File: src/hdl/ddr_bus_pkg.sv
package ddr_bus_pkg;

  localparam int ROW_BITS  = 13;
  localparam int COL_BITS  = 10;
  localparam int WADR_BITS = 25;  // 32-bit word address
  localparam int TAG_BITS  = 4;

  typedef struct packed {
    logic                  we;
    logic [WADR_BITS-1:0]  addr;
    logic [31:0]           wdata;
    logic [3:0]            strb;
    logic [TAG_BITS-1:0]   tag;
  } bus_req_t;

  typedef struct packed {
    logic [31:0]           rdata;
    logic [TAG_BITS-1:0]   tag;
    logic                  was_write;
  } bus_rsp_t;

  // Request after the address split, handed from bus controller to FSM
  typedef struct packed {
    logic                  we;
    logic [2:0]            ba;
    logic [ROW_BITS-1:0]   row;
    logic [COL_BITS-1:0]   col;
    logic [31:0]           wdata;
    logic [3:0]            mask;
    logic [TAG_BITS-1:0]   tag;
  } mem_op_t;

endpackage

File: src/hdl/ddr_cmd_pkg.sv
package ddr_cmd_pkg;

  // DDR3 command opcodes as carried on the DFI command bus
  typedef enum logic [2:0] {
    NOP  = 3'd0,
    MRS  = 3'd1,
    REF  = 3'd2,
    PRE  = 3'd3,
    ACT  = 3'd4,
    WR   = 3'd5,
    RD   = 3'd6,
    ZQCL = 3'd7
  } ddr_cmd_e;

  localparam int BANK_BITS = 3;
  localparam int ADDR_BITS = 13;
  localparam int DQ_BITS   = 32;  // Two 16-bit DQ beats
  localparam int DM_BITS   = 4;

  // One command per cycle, addr[10] selects all-bank precharge
  typedef struct packed {
    ddr_cmd_e               cmd;
    logic [BANK_BITS-1:0]   ba;
    logic [ADDR_BITS-1:0]   addr;
  } dfi_cmd_t;

  typedef struct packed {
    logic                 wren;
    logic [DM_BITS-1:0]   mask;  // High means byte is masked
    logic [DQ_BITS-1:0]   data;
  } dfi_wr_t;

  typedef struct packed {
    logic                 rvld;
    logic [DQ_BITS-1:0]   data;
  } dfi_rd_t;

endpackage

File: src/hdl/ddr_bus_ctrl.sv
`timescale 1ns/1ps
module ddr_bus_ctrl #(
  parameter int ROW_BITS       = 13,
  parameter int COL_BITS       = 10,
  parameter int CMD_FIFO_DEPTH = 4
) (
  input  logic                  clock,
  input  logic                  rst_n_i,
  input  logic                  run_i,
  input  logic                  req_valid_i,
  output logic                  req_ready_o,
  input  ddr_bus_pkg::bus_req_t req_i,
  output logic                  op_valid_o,
  input  logic                  op_ready_i,
  output ddr_bus_pkg::mem_op_t  op_o,
  input  logic                  cpl_valid_i,
  output logic                  cpl_ready_o,
  input  ddr_bus_pkg::bus_rsp_t cpl_i,
  output logic                  rsp_valid_o,
  input  logic                  rsp_ready_i,
  output ddr_bus_pkg::bus_rsp_t rsp_o
);

  localparam int PW = $clog2(CMD_FIFO_DEPTH);
  localparam int CW = $clog2(CMD_FIFO_DEPTH + 1);
  localparam int CB = COL_BITS - 1;  // Word address carries column bits above bit 0

  ddr_bus_pkg::mem_op_t queue [CMD_FIFO_DEPTH];
  ddr_bus_pkg::mem_op_t split;
  ddr_bus_pkg::bus_rsp_t skid;
  logic [PW-1:0] wr_ptr, rd_ptr;
  logic [CW-1:0] count;
  logic push, pop, skid_valid;

  // Column low, then bank, then row
  always_comb begin
    split.we    = req_i.we;
    split.col   = {req_i.addr[CB-1:0], 1'b0};
    split.ba    = req_i.addr[CB+2:CB];
    split.row   = req_i.addr[CB+3+ROW_BITS-1:CB+3];
    split.wdata = req_i.wdata;
    split.mask  = ~req_i.strb;
    split.tag   = req_i.tag;
  end

  assign req_ready_o = run_i && (count != CW'(CMD_FIFO_DEPTH));
  assign push        = req_valid_i && req_ready_o;
  assign op_valid_o  = (count != '0);
  assign op_o        = queue[rd_ptr];
  assign pop         = op_valid_o && op_ready_i;

  always_ff @(posedge clock) begin
    if (push) queue[wr_ptr] <= split;
  end

  always_ff @(posedge clock) begin
    if (!rst_n_i) begin
      wr_ptr <= '0;
      rd_ptr <= '0;
      count  <= '0;
    end else begin
      if (push) wr_ptr <= wr_ptr + 1'b1;
      if (pop) rd_ptr <= rd_ptr + 1'b1;
      count <= count + CW'(push) - CW'(pop);
    end
  end

  // Output register plus one holding slot
  assign cpl_ready_o = !skid_valid;

  always_ff @(posedge clock) begin
    if (!rst_n_i) begin
      rsp_valid_o <= 1'b0;
      skid_valid  <= 1'b0;
    end else if (!rsp_valid_o || rsp_ready_i) begin
      rsp_valid_o <= skid_valid || cpl_valid_i;
      skid_valid  <= 1'b0;
    end else if (cpl_valid_i && cpl_ready_o) begin
      skid_valid <= 1'b1;  // Output stalled, park it
    end
  end

  always_ff @(posedge clock) begin
    if (!rsp_valid_o || rsp_ready_i) begin
      rsp_o <= skid_valid ? skid : cpl_i;
    end else if (cpl_valid_i && cpl_ready_o) begin
      skid <= cpl_i;
    end
  end

endmodule

File: src/hdl/ddr_ctrl_fsm.sv
`timescale 1ns/1ps
module ddr_ctrl_fsm #(
  parameter int ROW_BITS = 13,
  parameter int COL_BITS = 10,
  parameter int T_RCD    = 3,
  parameter int T_RP     = 3,
  parameter int T_RFC    = 20
) (
  input  logic                  clock,
  input  logic                  rst_n_i,
  input  logic                  run_i,
  input  logic                  op_valid_i,
  output logic                  op_ready_o,
  input  ddr_bus_pkg::mem_op_t  op_i,
  input  logic                  ref_req_i,
  output logic                  ref_ack_o,
  input  logic                  rd_space_i,
  output ddr_cmd_pkg::dfi_cmd_t cmd_o,
  output ddr_cmd_pkg::dfi_wr_t  wr_o,
  output logic                  pend_push_o,
  output ddr_bus_pkg::bus_rsp_t pend_o
);

  typedef enum logic [2:0] {IDLE, PRECHARGE, ACTIVATE, ACCESS, REF_PRE, REF_WAIT} state_e;

  state_e state, state_nxt;
  logic [7:0] cnt, cnt_nxt;
  logic [7:0] bank_open;
  logic [ROW_BITS-1:0] open_row [8];
  logic is_open, is_hit, issue;

  assign is_open = bank_open[op_i.ba];
  assign is_hit  = is_open && (open_row[op_i.ba] == op_i.row);
  assign issue   = op_ready_o;  // Access goes out when the op is taken

  always_comb begin
    state_nxt   = state;
    cnt_nxt     = (cnt != '0) ? cnt - 1'b1 : cnt;
    cmd_o       = '{cmd: ddr_cmd_pkg::NOP, ba: op_i.ba, addr: '0};
    op_ready_o  = 1'b0;
    ref_ack_o   = 1'b0;
    case (state)
      IDLE: begin
        if (run_i && ref_req_i) begin
          cmd_o.cmd     = ddr_cmd_pkg::PRE;
          cmd_o.addr[10] = 1'b1;  // All banks
          cnt_nxt       = 8'(T_RP - 1);
          state_nxt     = REF_PRE;
        end else if (run_i && op_valid_i) begin
          if (is_hit) begin
            op_ready_o = rd_space_i;
          end else if (is_open) begin
            cmd_o.cmd = ddr_cmd_pkg::PRE;
            cnt_nxt   = 8'(T_RP - 1);
            state_nxt = PRECHARGE;
          end else begin
            cmd_o.cmd  = ddr_cmd_pkg::ACT;
            cmd_o.addr = op_i.row;
            cnt_nxt    = 8'(T_RCD - 1);
            state_nxt  = ACTIVATE;
          end
        end
      end
      PRECHARGE: if (cnt == '0) begin
        cmd_o.cmd  = ddr_cmd_pkg::ACT;
        cmd_o.addr = op_i.row;
        cnt_nxt    = 8'(T_RCD - 1);
        state_nxt  = ACTIVATE;
      end
      ACTIVATE: if (cnt == '0) state_nxt = ACCESS;
      ACCESS: begin
        op_ready_o = rd_space_i;  // Holds off while completions back up
        if (rd_space_i) state_nxt = IDLE;
      end
      REF_PRE: if (cnt == '0) begin
        cmd_o.cmd = ddr_cmd_pkg::REF;
        ref_ack_o = 1'b1;
        cnt_nxt   = 8'(T_RFC - 1);
        state_nxt = REF_WAIT;
      end
      REF_WAIT: if (cnt == '0) state_nxt = IDLE;
      default: state_nxt = IDLE;
    endcase
    if (issue) begin
      cmd_o.cmd  = op_i.we ? ddr_cmd_pkg::WR : ddr_cmd_pkg::RD;
      cmd_o.addr = {{(13 - COL_BITS){1'b0}}, op_i.col};
    end
  end

  // Write beat and completion entry travel with the access command
  assign wr_o        = '{wren: issue && op_i.we, mask: op_i.mask, data: op_i.wdata};
  assign pend_push_o = issue;
  assign pend_o      = '{rdata: '0, tag: op_i.tag, was_write: op_i.we};

  always_ff @(posedge clock) begin
    if (!rst_n_i) begin
      state     <= IDLE;
      cnt       <= '0;
      bank_open <= '0;
    end else begin
      state <= state_nxt;
      cnt   <= cnt_nxt;
      if (cmd_o.cmd == ddr_cmd_pkg::PRE) begin
        if (cmd_o.addr[10]) bank_open <= '0;
        else bank_open[cmd_o.ba] <= 1'b0;
      end else if (cmd_o.cmd == ddr_cmd_pkg::ACT) begin
        bank_open[cmd_o.ba] <= 1'b1;
      end
    end
  end

  always_ff @(posedge clock) begin
    if (cmd_o.cmd == ddr_cmd_pkg::ACT) open_row[cmd_o.ba] <= op_i.row;
  end

endmodule

File: src/hdl/ddr_dfi_layer.sv
`timescale 1ns/1ps
module ddr_dfi_layer #(
  parameter int DEPTH = 8
) (
  input  logic                  clock,
  input  logic                  rst_n_i,
  input  ddr_cmd_pkg::dfi_cmd_t cmd_i,
  input  ddr_cmd_pkg::dfi_cmd_t cfg_cmd_i,
  input  logic                  cfg_active_i,
  input  ddr_cmd_pkg::dfi_wr_t  wr_i,
  input  logic                  pend_push_i,
  input  ddr_bus_pkg::bus_rsp_t pend_i,
  output logic                  rd_space_o,
  output ddr_cmd_pkg::dfi_cmd_t dfi_cmd_o,
  output ddr_cmd_pkg::dfi_wr_t  dfi_wr_o,
  input  ddr_cmd_pkg::dfi_rd_t  dfi_rd_i,
  output logic                  cpl_valid_o,
  input  logic                  cpl_ready_i,
  output ddr_bus_pkg::bus_rsp_t cpl_o
);

  localparam int PW = $clog2(DEPTH);
  localparam int CW = $clog2(DEPTH + 1);

  ddr_bus_pkg::bus_rsp_t pend_q [DEPTH];  // Tags in issue order
  logic [31:0] rdat_q [DEPTH];            // Read data in return order
  logic [PW-1:0] p_wr, p_rd, d_wr, d_rd;
  logic [CW-1:0] p_cnt, d_cnt;
  ddr_bus_pkg::bus_rsp_t head;
  logic pop;

  always_ff @(posedge clock) begin
    if (!rst_n_i) begin
      dfi_cmd_o <= '{cmd: ddr_cmd_pkg::NOP, ba: '0, addr: '0};
      dfi_wr_o  <= '0;
    end else begin
      dfi_cmd_o <= cfg_active_i ? cfg_cmd_i : cmd_i;
      dfi_wr_o  <= wr_i;
    end
  end

  assign head        = pend_q[p_rd];
  assign cpl_valid_o = (p_cnt != '0) && (head.was_write || d_cnt != '0);
  assign pop         = cpl_valid_o && cpl_ready_i;
  assign rd_space_o  = (p_cnt < CW'(DEPTH - 1));  // One slot kept for the access in flight

  always_comb begin
    cpl_o       = head;
    cpl_o.rdata = head.was_write ? '0 : rdat_q[d_rd];
  end

  always_ff @(posedge clock) begin
    if (pend_push_i) pend_q[p_wr] <= pend_i;
    if (dfi_rd_i.rvld) rdat_q[d_wr] <= dfi_rd_i.data;
  end

  always_ff @(posedge clock) begin
    if (!rst_n_i) begin
      p_wr  <= '0;
      p_rd  <= '0;
      d_wr  <= '0;
      d_rd  <= '0;
      p_cnt <= '0;
      d_cnt <= '0;
    end else begin
      if (pend_push_i) p_wr <= p_wr + 1'b1;
      if (pop) p_rd <= p_rd + 1'b1;
      if (dfi_rd_i.rvld) d_wr <= d_wr + 1'b1;
      if (pop && !head.was_write) d_rd <= d_rd + 1'b1;
      p_cnt <= p_cnt + CW'(pend_push_i) - CW'(pop);
      d_cnt <= d_cnt + CW'(dfi_rd_i.rvld) - CW'(pop && !head.was_write);
    end
  end

endmodule

File: src/hdl/ddr_init_cfg.sv
`timescale 1ns/1ps
module ddr_init_cfg #(
  parameter int INIT_CYCLES = 50,
  parameter int T_MRD       = 4,
  parameter int REFI_CYCLES = 390
) (
  input  logic                  clock,
  input  logic                  rst_n_i,
  output logic                  dfi_rst_n_o,
  output logic                  dfi_cke_o,
  output ddr_cmd_pkg::dfi_cmd_t cfg_cmd_o,
  output logic                  cfg_active_o,
  output logic                  run_o,
  output logic                  ref_req_o,
  input  logic                  ref_ack_i
);

  typedef enum logic [1:0] {ST_RST, ST_CKE, ST_MRS, ST_RUN} state_e;

  localparam int CW = $clog2(INIT_CYCLES + REFI_CYCLES + T_MRD + 1);

  state_e state;
  logic [CW-1:0] cnt;
  logic [2:0] idx;
  ddr_cmd_pkg::dfi_cmd_t entry;

  // MR2, MR3, MR1, MR0 then ZQ calibration
  always_comb begin
    case (idx)
      3'd0:    entry = '{cmd: ddr_cmd_pkg::MRS, ba: 3'd2, addr: 13'h0008};  // CWL 6
      3'd1:    entry = '{cmd: ddr_cmd_pkg::MRS, ba: 3'd3, addr: 13'h0000};
      3'd2:    entry = '{cmd: ddr_cmd_pkg::MRS, ba: 3'd1, addr: 13'h0006};
      3'd3:    entry = '{cmd: ddr_cmd_pkg::MRS, ba: 3'd0, addr: 13'h0520};  // CL 6, DLL reset
      default: entry = '{cmd: ddr_cmd_pkg::ZQCL, ba: 3'd0, addr: 13'h0400};
    endcase
  end

  assign cfg_active_o = !run_o;
  assign cfg_cmd_o    = (state == ST_MRS && cnt == '0) ? entry
                        : '{cmd: ddr_cmd_pkg::NOP, ba: '0, addr: '0};

  always_ff @(posedge clock) begin
    if (!rst_n_i) begin
      state       <= ST_RST;
      cnt         <= CW'(INIT_CYCLES - 1);
      idx         <= '0;
      dfi_rst_n_o <= 1'b0;
      dfi_cke_o   <= 1'b0;
      run_o       <= 1'b0;
      ref_req_o   <= 1'b0;
    end else begin
      cnt <= cnt - 1'b1;
      case (state)
        ST_RST: if (cnt == '0) begin
          dfi_rst_n_o <= 1'b1;
          cnt         <= CW'(INIT_CYCLES - 1);
          state       <= ST_CKE;
        end
        ST_CKE: if (cnt == '0) begin
          dfi_cke_o <= 1'b1;
          cnt       <= CW'(T_MRD - 1);
          state     <= ST_MRS;
        end
        ST_MRS: if (cnt == '0) begin
          cnt <= CW'(T_MRD - 1);
          idx <= idx + 1'b1;
          if (idx == 3'd4) begin
            run_o <= 1'b1;
            cnt   <= CW'(REFI_CYCLES - 1);
            state <= ST_RUN;
          end
        end
        default: begin
          // Refresh interval timer, request held until taken
          if (cnt == '0) begin
            cnt       <= CW'(REFI_CYCLES - 1);
            ref_req_o <= 1'b1;
          end else if (ref_ack_i) begin
            ref_req_o <= 1'b0;
          end
        end
      endcase
    end
  end

endmodule

File: src/hdl/ddr_lite_top.sv
`timescale 1ns/1ps
module ddr_lite_top #(
  parameter int ROW_BITS       = 13,
  parameter int COL_BITS       = 10,
  parameter int T_RCD          = 3,
  parameter int T_RP           = 3,
  parameter int T_RFC          = 20,
  parameter int T_MRD          = 4,
  parameter int REFI_CYCLES    = 390,
  parameter int INIT_CYCLES    = 50,
  parameter int CMD_FIFO_DEPTH = 4
) (
  input  logic                  clock,
  input  logic                  rst_n_i,
  input  logic                  req_valid_i,
  output logic                  req_ready_o,
  input  ddr_bus_pkg::bus_req_t req_i,
  output logic                  rsp_valid_o,
  input  logic                  rsp_ready_i,
  output ddr_bus_pkg::bus_rsp_t rsp_o,
  output logic                  init_done_o,
  output logic                  dfi_rst_n_o,
  output logic                  dfi_cke_o,
  output ddr_cmd_pkg::dfi_cmd_t dfi_cmd_o,
  output ddr_cmd_pkg::dfi_wr_t  dfi_wr_o,
  input  ddr_cmd_pkg::dfi_rd_t  dfi_rd_i
);

  logic run, op_valid, op_ready, cpl_valid, cpl_ready;
  logic ref_req, ref_ack, rd_space, pend_push, cfg_active;
  ddr_bus_pkg::mem_op_t op;
  ddr_bus_pkg::bus_rsp_t cpl, pend;
  ddr_cmd_pkg::dfi_cmd_t fsm_cmd, cfg_cmd;
  ddr_cmd_pkg::dfi_wr_t fsm_wr;

  assign init_done_o = run;

  ddr_bus_ctrl #(.ROW_BITS(ROW_BITS), .COL_BITS(COL_BITS), .CMD_FIFO_DEPTH(CMD_FIFO_DEPTH))
  u_bus (
    .clock(clock), .rst_n_i(rst_n_i), .run_i(run),
    .req_valid_i(req_valid_i), .req_ready_o(req_ready_o), .req_i(req_i),
    .op_valid_o(op_valid), .op_ready_i(op_ready), .op_o(op),
    .cpl_valid_i(cpl_valid), .cpl_ready_o(cpl_ready), .cpl_i(cpl),
    .rsp_valid_o(rsp_valid_o), .rsp_ready_i(rsp_ready_i), .rsp_o(rsp_o)
  );

  ddr_ctrl_fsm #(.ROW_BITS(ROW_BITS), .COL_BITS(COL_BITS),
                 .T_RCD(T_RCD), .T_RP(T_RP), .T_RFC(T_RFC))
  u_fsm (
    .clock(clock), .rst_n_i(rst_n_i), .run_i(run),
    .op_valid_i(op_valid), .op_ready_o(op_ready), .op_i(op),
    .ref_req_i(ref_req), .ref_ack_o(ref_ack), .rd_space_i(rd_space),
    .cmd_o(fsm_cmd), .wr_o(fsm_wr), .pend_push_o(pend_push), .pend_o(pend)
  );

  ddr_init_cfg #(.INIT_CYCLES(INIT_CYCLES), .T_MRD(T_MRD), .REFI_CYCLES(REFI_CYCLES))
  u_init (
    .clock(clock), .rst_n_i(rst_n_i),
    .dfi_rst_n_o(dfi_rst_n_o), .dfi_cke_o(dfi_cke_o),
    .cfg_cmd_o(cfg_cmd), .cfg_active_o(cfg_active), .run_o(run),
    .ref_req_o(ref_req), .ref_ack_i(ref_ack)
  );

  // Completion queue sized to twice the request queue
  ddr_dfi_layer #(.DEPTH(2 * CMD_FIFO_DEPTH)) u_dfi (
    .clock(clock), .rst_n_i(rst_n_i),
    .cmd_i(fsm_cmd), .cfg_cmd_i(cfg_cmd), .cfg_active_i(cfg_active), .wr_i(fsm_wr),
    .pend_push_i(pend_push), .pend_i(pend), .rd_space_o(rd_space),
    .dfi_cmd_o(dfi_cmd_o), .dfi_wr_o(dfi_wr_o), .dfi_rd_i(dfi_rd_i),
    .cpl_valid_o(cpl_valid), .cpl_ready_i(cpl_ready), .cpl_o(cpl)
  );

endmodule

File: config.mk
export PLATFORM = sky130hd
export DESIGN_NAME = ddr_lite_top
export DESIGN_NICKNAME = d
export VERILOG_FILES = /design/src/hdl/ddr_bus_pkg.sv /design/src/hdl/ddr_cmd_pkg.sv /design/src/hdl/ddr_bus_ctrl.sv /design/src/hdl/ddr_ctrl_fsm.sv /design/src/hdl/ddr_dfi_layer.sv /design/src/hdl/ddr_init_cfg.sv /design/src/hdl/ddr_lite_top.sv
export SDC_FILE = /design/constraint.sdc
export NUM_CORES = 1
export LEC_CHECK = 0
export BUFFER_PORTS_ARGS = -buffer_cell sky130_fd_sc_hd__buf_4
export CAP_MARGIN = 20
export CORE_ASPECT_RATIO = 1.4
export CORE_MARGIN = 5
export CORE_UTILIZATION = 50
export CTS_CLUSTER_SIZE = 25
export DETAILED_ROUTE_END_ITERATION = 8
export GPL_TIMING_DRIVEN = 0
export PLACE_DENSITY = 0.68
export SLEW_MARGIN = 20
export SYNTH_ARGS = -nofsm -noshare
export SYNTH_HDL_FRONTEND = slang
export SYNTH_SLANG_ARGS = --single-unit
File: constraint.sdc
create_clock -name clock -period 6.3 [get_ports clock]
set_clock_uncertainty 0.15 [all_clocks]
set_input_delay 0.945 -clock clock [delete_from_list [all_inputs] [get_ports clock]]
set_output_delay 0.945 -clock clock [all_outputs]
set_load 0.02 [all_outputs]
==> qor.yml, run 1 <==
slew_headroom_pct: 30.6
period_minus_slack_ns: 5.19
grtUsageMet3_pct: 4.86
syn_nets: 1977
synth_async_sr_flop_share_pct: 0
rsz0062_at_grt: "no"
synth_compound_area_share_pct: 3.27
hold_ws_ns: 0.325
htree_num_levels: 3
wl_um: 69800
synth-xor-area-share_pct: 0.765
netlist_instances: 1836
synth_edf_count: 738
clk_latency_ns: 0.63
grt-busiest-layer: "met2"
postCtsHoldBufs: 0
final_core_util_pct: 59.6
fin_ws_ns: 1.11
synthAdderAreaFrac_pct: 1.53
p_leak_uw: 0.0133
hold_violations: 0
finalMaxSlewViolations: 0
holdCritPathClass: "reg -> reg"
via_per_inst: 5.64
met2_usage_pct: 35.0
pin_count: 201
gr-total-overflow: 0
areaGrowthSynthToFinish_pct: 17.9
grt_pass1_vias: 18296
die_width_um: 228
vias: 17275
diodes: 0
drive_gt1_share_pct: 26.2
ys_warn_count: 0
pre_cts_slack_ns: 1.02
io_buffers: 199
cts_buffers: 81
cap_violations: 0
hpwl_um: 46800
setup_viol: 0
fp.dieH_um: 315
first_pass_iters: 5
cts_setup_buffers: 0
synth_top_family_by_area: "multiplexers"
clock-root-buffer: "clkbuf_16"
n_fill_cell: 4760
gp_congestion: 0.843
cp_max_fo: 10
grt_util_all_layers_pct: 19.4
yosysUniqueCellTypes: 62
tightest_slew_ns: 1.03
synth_commonest_cells: "edfxtp_1, mux4_2, dfxtp_1"
multi_input_area_um2: 8030
seqCellArea_um2: 24800
dieArea_um2: 71700
start_util_pct: 50.5
cts_max_path_buffers: 3
cts_tree: "yes"
cp.arrival_ns: 5.53
power.density_nw_per_um2: 352
cp-start-kind: "flop"
cts.repair.resized: 0
synthSimpleGateAreaFrac_pct: 5.38
grt_pass1_wl_um: 107000
syn_avg_cell_area_um2: 18.1
clkSlewWorstSetupHoldPaths_ns: 0.07
clock_sinks: 868
use_met1_pct: 23.1
core_um2: 65700
yosys.area.top_type: "edfxtp_1"
syn-cell-area_um2: 33200
critical_path_class: "reg -> reg"
status: "finished clean"
vdd_drop_max_uv: 331
rows: 111
synth_mux_area_share_pct: 12.9
synth_top_area_share_pct: 66.7
layout_worst_path_cycle_share_pct: 82.4
crit_required_ns: 6.64
initialDrtViolationCount: 1329
synth_seq_cells: 868
endpoint_kind: "flop"
synth_area_leaders: "edfxtp_1, mux4_2, dfxtp_1"
fin_nets: 2291
synth_most_common_cell: "edfxtp_1"
ant_nets: 0
fmax_mhz: 193
wire_per_inst_um: 22.8
drcViolationCount: 0
antenna_found_initial: 1
yosys_most_used_dff: "edfxtp_1"
yosysSeqAreaShare_pct: 74.6
grt_max_degree: 41
-- placed cells by master, fill, tap and decap left out, types with 12 or more instances in the layout --
| master | n |
|---|---|
| nor2_1 | 106 |
| o21ai_0 | 32 |
| buf_6 | 15 |
| buf_1 | 15 |
| mux2_2 | 12 |
| mux4_2 | 144 |
| dfxtp_1 | 130 |
| nand2_1 | 90 |
| nor3_1 | 17 |
| xnor2_1 | 15 |
| nand3_1 | 16 |
| edfxtp_1 | 738 |
| and2_1 | 47 |
| o31ai_1 | 36 |
| buf_4 | 209 |
| o22ai_1 | 15 |
| ha_1 | 35 |
| xor2_1 | 14 |
| inv_1 | 36 |
| or3_1 | 12 |
| clkinv_2 | 20 |
| clkbuf_1 | 60 |
| clkbuf_16 | 83 |
| mux2i_1 | 90 |
| a21oi_1 | 25 |
-- worst max-delay path, stage by stage, from the launching register on --
cell and delay, ns:
dfxtp_1 0.47, clkbuf_1 0.51, buf_1 0.60, mux4_2 0.52, xor2_1 0.28, nand4_1 0.29
or4b_1 0.54, o21a_2 0.29, nor2_1 0.13, ha_1 0.24, inv_1 0.06, ha_1 0.13
inv_1 0.05, fa_1 0.41, xor2_1 0.19, xnor2_1 0.14, nor2_1 0.05
-- where the power goes --
group	internal (uW)	leakage (uW)	total (uW)	switching, uW
sequential	6610	0.00780	6740	127
clock	2950	0.00137	5040	2090
combinational	858	0.00415	2000	1140
total	10400	0.0133	13800	3360
-- sequential cells by signal (all words and copies together) (netlist names), 8 cells and up, named ones only --
name             cells
u_dfi.rdat_q       256
u_bus.queue        264
u_bus.skid          37
u_dfi.dfi_cmd_o     19
u_fsm.bank_open      8
u_dfi.dfi_wr_o      37
u_init.cnt           9
u_dfi.pend_q        40
u_fsm.cnt            8
u_bus.rsp_o         37
u_fsm.open_row     104
-- through the flow --
stage	area, um^2	setup TNS, ns	cells	total power, uW
after floorplan	33200	0	1836	8160
after global placement	35800	-76.11	2882	8790
after detailed placement	36400	0	2914	8880
after CTS	39200	0	3065	13900
after global routing	39200	0	3065	14400
final	39200	0	3065	13800
-- routing by layer --
metal	routed length, um	vias to the layer above
li1	-	7840
met4	1650	2
met3	4930	103
met1	26300	8812
met2	36800	518
met5	20	-
-- area by class of cell --
type | count | area share, %
sequential | 868 | 63.2
multi-input combinational | 844 | 20.5
clock buffer | 99 | 5.58
timing repair buffer | 231 | 5.07
tap | 847 | 2.71
clock inverter | 52 | 1.54
buffer | 86 | 0.994
inverter | 38 | 0.364
-- kinds of logic after synthesis --
logic type | after synthesis
flops | 868
simple gates | 369
mux | 246
compound gates | 161
buf+inv | 124
fa+ha+maj | 39
xor+xnor | 29
-- final timing paths --
| path | start | cells past startpoint | to | slack (ns) |
|---|---|---|---|---|
| max | flop | 16 | u_bus.count[2] | 1.11 |
| min | u_init.ref_req_o | 2 | u_init.ref_req_o | 0.32 |
| max reg2reg | flop | 16 | u_bus.count[2] | 1.11 |
| min reg2reg | u_init.ref_req_o | 2 | u_init.ref_req_o | 0.32 |
Power figures use the tool's default switching activity.
==> run 2, diff against run 1 <==
==> constraint.sdc (replaced) <==
create_clock -name clock -period 4.8 [get_ports clock]
set_clock_uncertainty 0.15 [all_clocks]
set_input_delay 0.72 -clock clock [delete_from_list [all_inputs] [get_ports clock]]
set_output_delay 0.72 -clock clock [all_outputs]
set_load 0.02 [all_outputs]
==> run 2 against run 1 <==
Net effect: critical path depth rose by 4; first-iteration DRC count fell by 1.6%; die area is the same; cell count hardly changed; critical endpoint unchanged; largest cell class unchanged.
==> qor.yml, run 2 (synthesis results as in run 1) <==
final_core_util_pct: 60.0  # was 59.6%
p_leak_uw: 0.0134  # was 0.0133 uW
max_stage_delay_ns: 0.52  # was 0.60 ns
fp.dieH_um: 315  # unchanged
drive_gt1_share_pct: 27.4  # was 26.2%
initialDrtViolationCount: 1308  # was 1,329
pin_count: 201  # unchanged
areaGrowthSynthToFinish_pct: 18.7  # was 17.9%
layout_worst_path_cycle_share_pct: 98.5  # was 82.4%
grt_util_all_layers_pct: 19.5  # was 19.4%
fmax_mhz: 211  # was 193 MHz
endpoint_kind: "flop"  # unchanged
critical_path_class: "reg -> reg"  # unchanged
dieArea_um2: 71700  # unchanged
status: "finished clean"  # unchanged
period_minus_slack_ns: 4.73  # was 5.19 ns
io_buffers: 199  # unchanged
cts_max_path_buffers: 3  # unchanged
wl_um: 70200  # was 69,800 um
setup_viol: 0  # unchanged
cp-start-kind: "flop"  # unchanged
clk_latency_ns: 0.63  # about the same
postCtsHoldBufs: 0  # unchanged
grt_pass1_wl_um: 108000  # was 107,000 um
vias: 17330  # was 17,275
gr-total-overflow: 0  # unchanged
grt_max_degree: 42  # was 41
place_area_um2: 36400  # about the same
cts_tree: "yes"  # unchanged
tightest_slew_ns: 1.03  # about the same
design_area_um2: 39400  # was 39,200 um^2
crit_chain: "buf_6 > mux4_2 > buf_8 > buf_12 > mux2i_1 > mux4_2 > xor2_2 > nand4_1 > buf_6 > or4b_4 > o21a_4 > nor2_4 > ha_1 > inv_1 > ha_2 > inv_2 > fa_2 > xor2_2 > xnor2_1 > nor2_1"  # was clkbuf_1 > buf_1 > mux4_2 > xor2_1 > nand4_1 > or4b_1 > o21a_2 > nor2_1 > ha_1 > inv_1 > ha_1 > inv_1 > fa_1 > xor2_1 > xnor2_1 > nor2_1
antenna_found_initial: 2  # was 1
first_pass_iters: 5  # unchanged
crit_family: "multiplexers"  # was buffers and inverters
slew_headroom_pct: 31.1  # was 30.6%
rows: 111  # unchanged
power.density_nw_per_um2: 460  # was 352 nW/um^2
grt_pass1_vias: 18356  # was 18,296
hold_violations: 0  # unchanged
start_util_pct: 50.5  # unchanged
die_width_um: 228  # unchanged
cts_buffers: 78  # was 81
fin_nets: 2295  # was 2,291
largestRegisters: "u_bus.queue x264, u_dfi.rdat_q x256, u_fsm.open_row x104"  # unchanged
finalMaxSlewViolations: 0  # unchanged
final_common_cell: "edfxtp_1"  # unchanged
clock-root-buffer: "clkbuf_16"  # unchanged
crit_buf_inv: 6  # was 4
largest_reg_flops: 264  # unchanged
holdCritPathClass: "in -> reg"  # was reg -> reg
htree_num_levels: 3  # unchanged
core_um2: 65700  # unchanged
critPathSlowestCell: "mux4_2"  # was buf_1
regMostFlops: "u_bus.queue"  # unchanged
cp.arrival_ns: 5.06  # was 5.53 ns
cp_max_fo: 10  # unchanged
p_total_uw: 18100  # was 13,800 uW
totalNegativeSetupSlack_ns: 0  # unchanged
drcViolationCount: 0  # unchanged
clkSlewWorstSetupHoldPaths_ns: 0.07  # about the same
ant_nets: 0  # unchanged
crit_required_ns: 5.13  # was 6.64 ns
via_per_inst: 5.65  # was 5.64
gp_congestion: 0.823  # was 0.843
hpwl_um: 47000  # was 46,800 um
cap_violations: 0  # unchanged
wire_per_inst_um: 22.9  # was 22.8 um
dp_cells: 2913  # was 2,914
clock_sinks: 868  # unchanged
final_cell_mix: "edfxtp_1, buf_4, mux4_2, dfxtp_1, nor2_1"  # unchanged
vdd_drop_max_uv: 405  # was 331 uV
stdcell_count: 3067  # was 3,065
## run 2: cell types whose count changed in the layout (fill, tap and decap cells not counted), moves of 4 or more
cell | previous run | this run
buf_4 | 209 | 218
nand2b_2 | 0 | 4
clkinv_2 | 20 | 10
buf_2 | 10 | 5
xor2_2 | 0 | 5
xor2_1 | 14 | 9
buf_12 | 3 | 7
## run 2: what timing repair did
action,4_1_cts,5_1_grt
buffers inserted,5,5
setup endpoints to repair,45,25
pin swaps,3,6
gates resized for setup,20,30
endpoints found under the hold margin,0,0
## run 2: where the power goes
part	internal [uW]	switching (uW)	leakage, uW
clock	3980	2680	0.00136
sequential	8670	174	0.00781
combinational	1140	1490	0.00422
## run 2: cell type report
cell class | count | area [um^2]
multi-input cells | 844 | 8160
well taps | 847 | 1060
clock inverters | 39 | 531
fillers | 4687 | 26300
diodes | 2 | 5.00
clock buffers | 105 | 2260
plain buffers | 84 | 432
inverters | 38 | 143
repair buffers | 240 | 2060
flip-flops and latches | 868 | 24800
## run 2: worst register-to-register path, stage by stage (launching register included)
cell and delay, ns:
dfxtp_2 0.33, buf_6 0.14, mux4_2 0.53, buf_8 0.16, buf_12 0.15, mux2i_1 0.12
mux4_2 0.48, xor2_2 0.19, nand4_1 0.14, buf_6 0.16, or4b_4 0.51, o21a_4 0.24
nor2_4 0.08, ha_1 0.23, inv_1 0.06, ha_2 0.16, inv_2 0.04, fa_2 0.35
xor2_2 0.15, xnor2_1 0.18, nor2_1 0.07
## run 2: path summary, 6_finish.rpt
kind | from | to | slack (ns) | depth (start not counted)
max reg2reg | flop | u_bus.count[2] | 0.07 | 20
min | req_i[18] | u_bus.queue[0][18] | 0.14 | 1
max | flop | u_bus.count[2] | 0.07 | 20
min reg2reg | u_init.cnt[3] | u_init.cnt[3] | 0.33 | 2
## run 2: layer usage
metal	up-vias	GRT usage, %	wire length [um]
met5	-	0	0
met4	0	6.40	1820
met3	121	5.64	5340
met2	535	33.9	35900
met1	8841	23.5	27100
li1	7833	-	-
## run 2: per-stage QoR
stage               hold WS, ns  setup slack, ns
global placement          0.305            -1.45
global route              0.125          -0.0547
finish                    0.143           0.0709
CTS                       0.103          -0.0466
detailed placement        0.310           -0.576
floorplan                 0.293            0.384
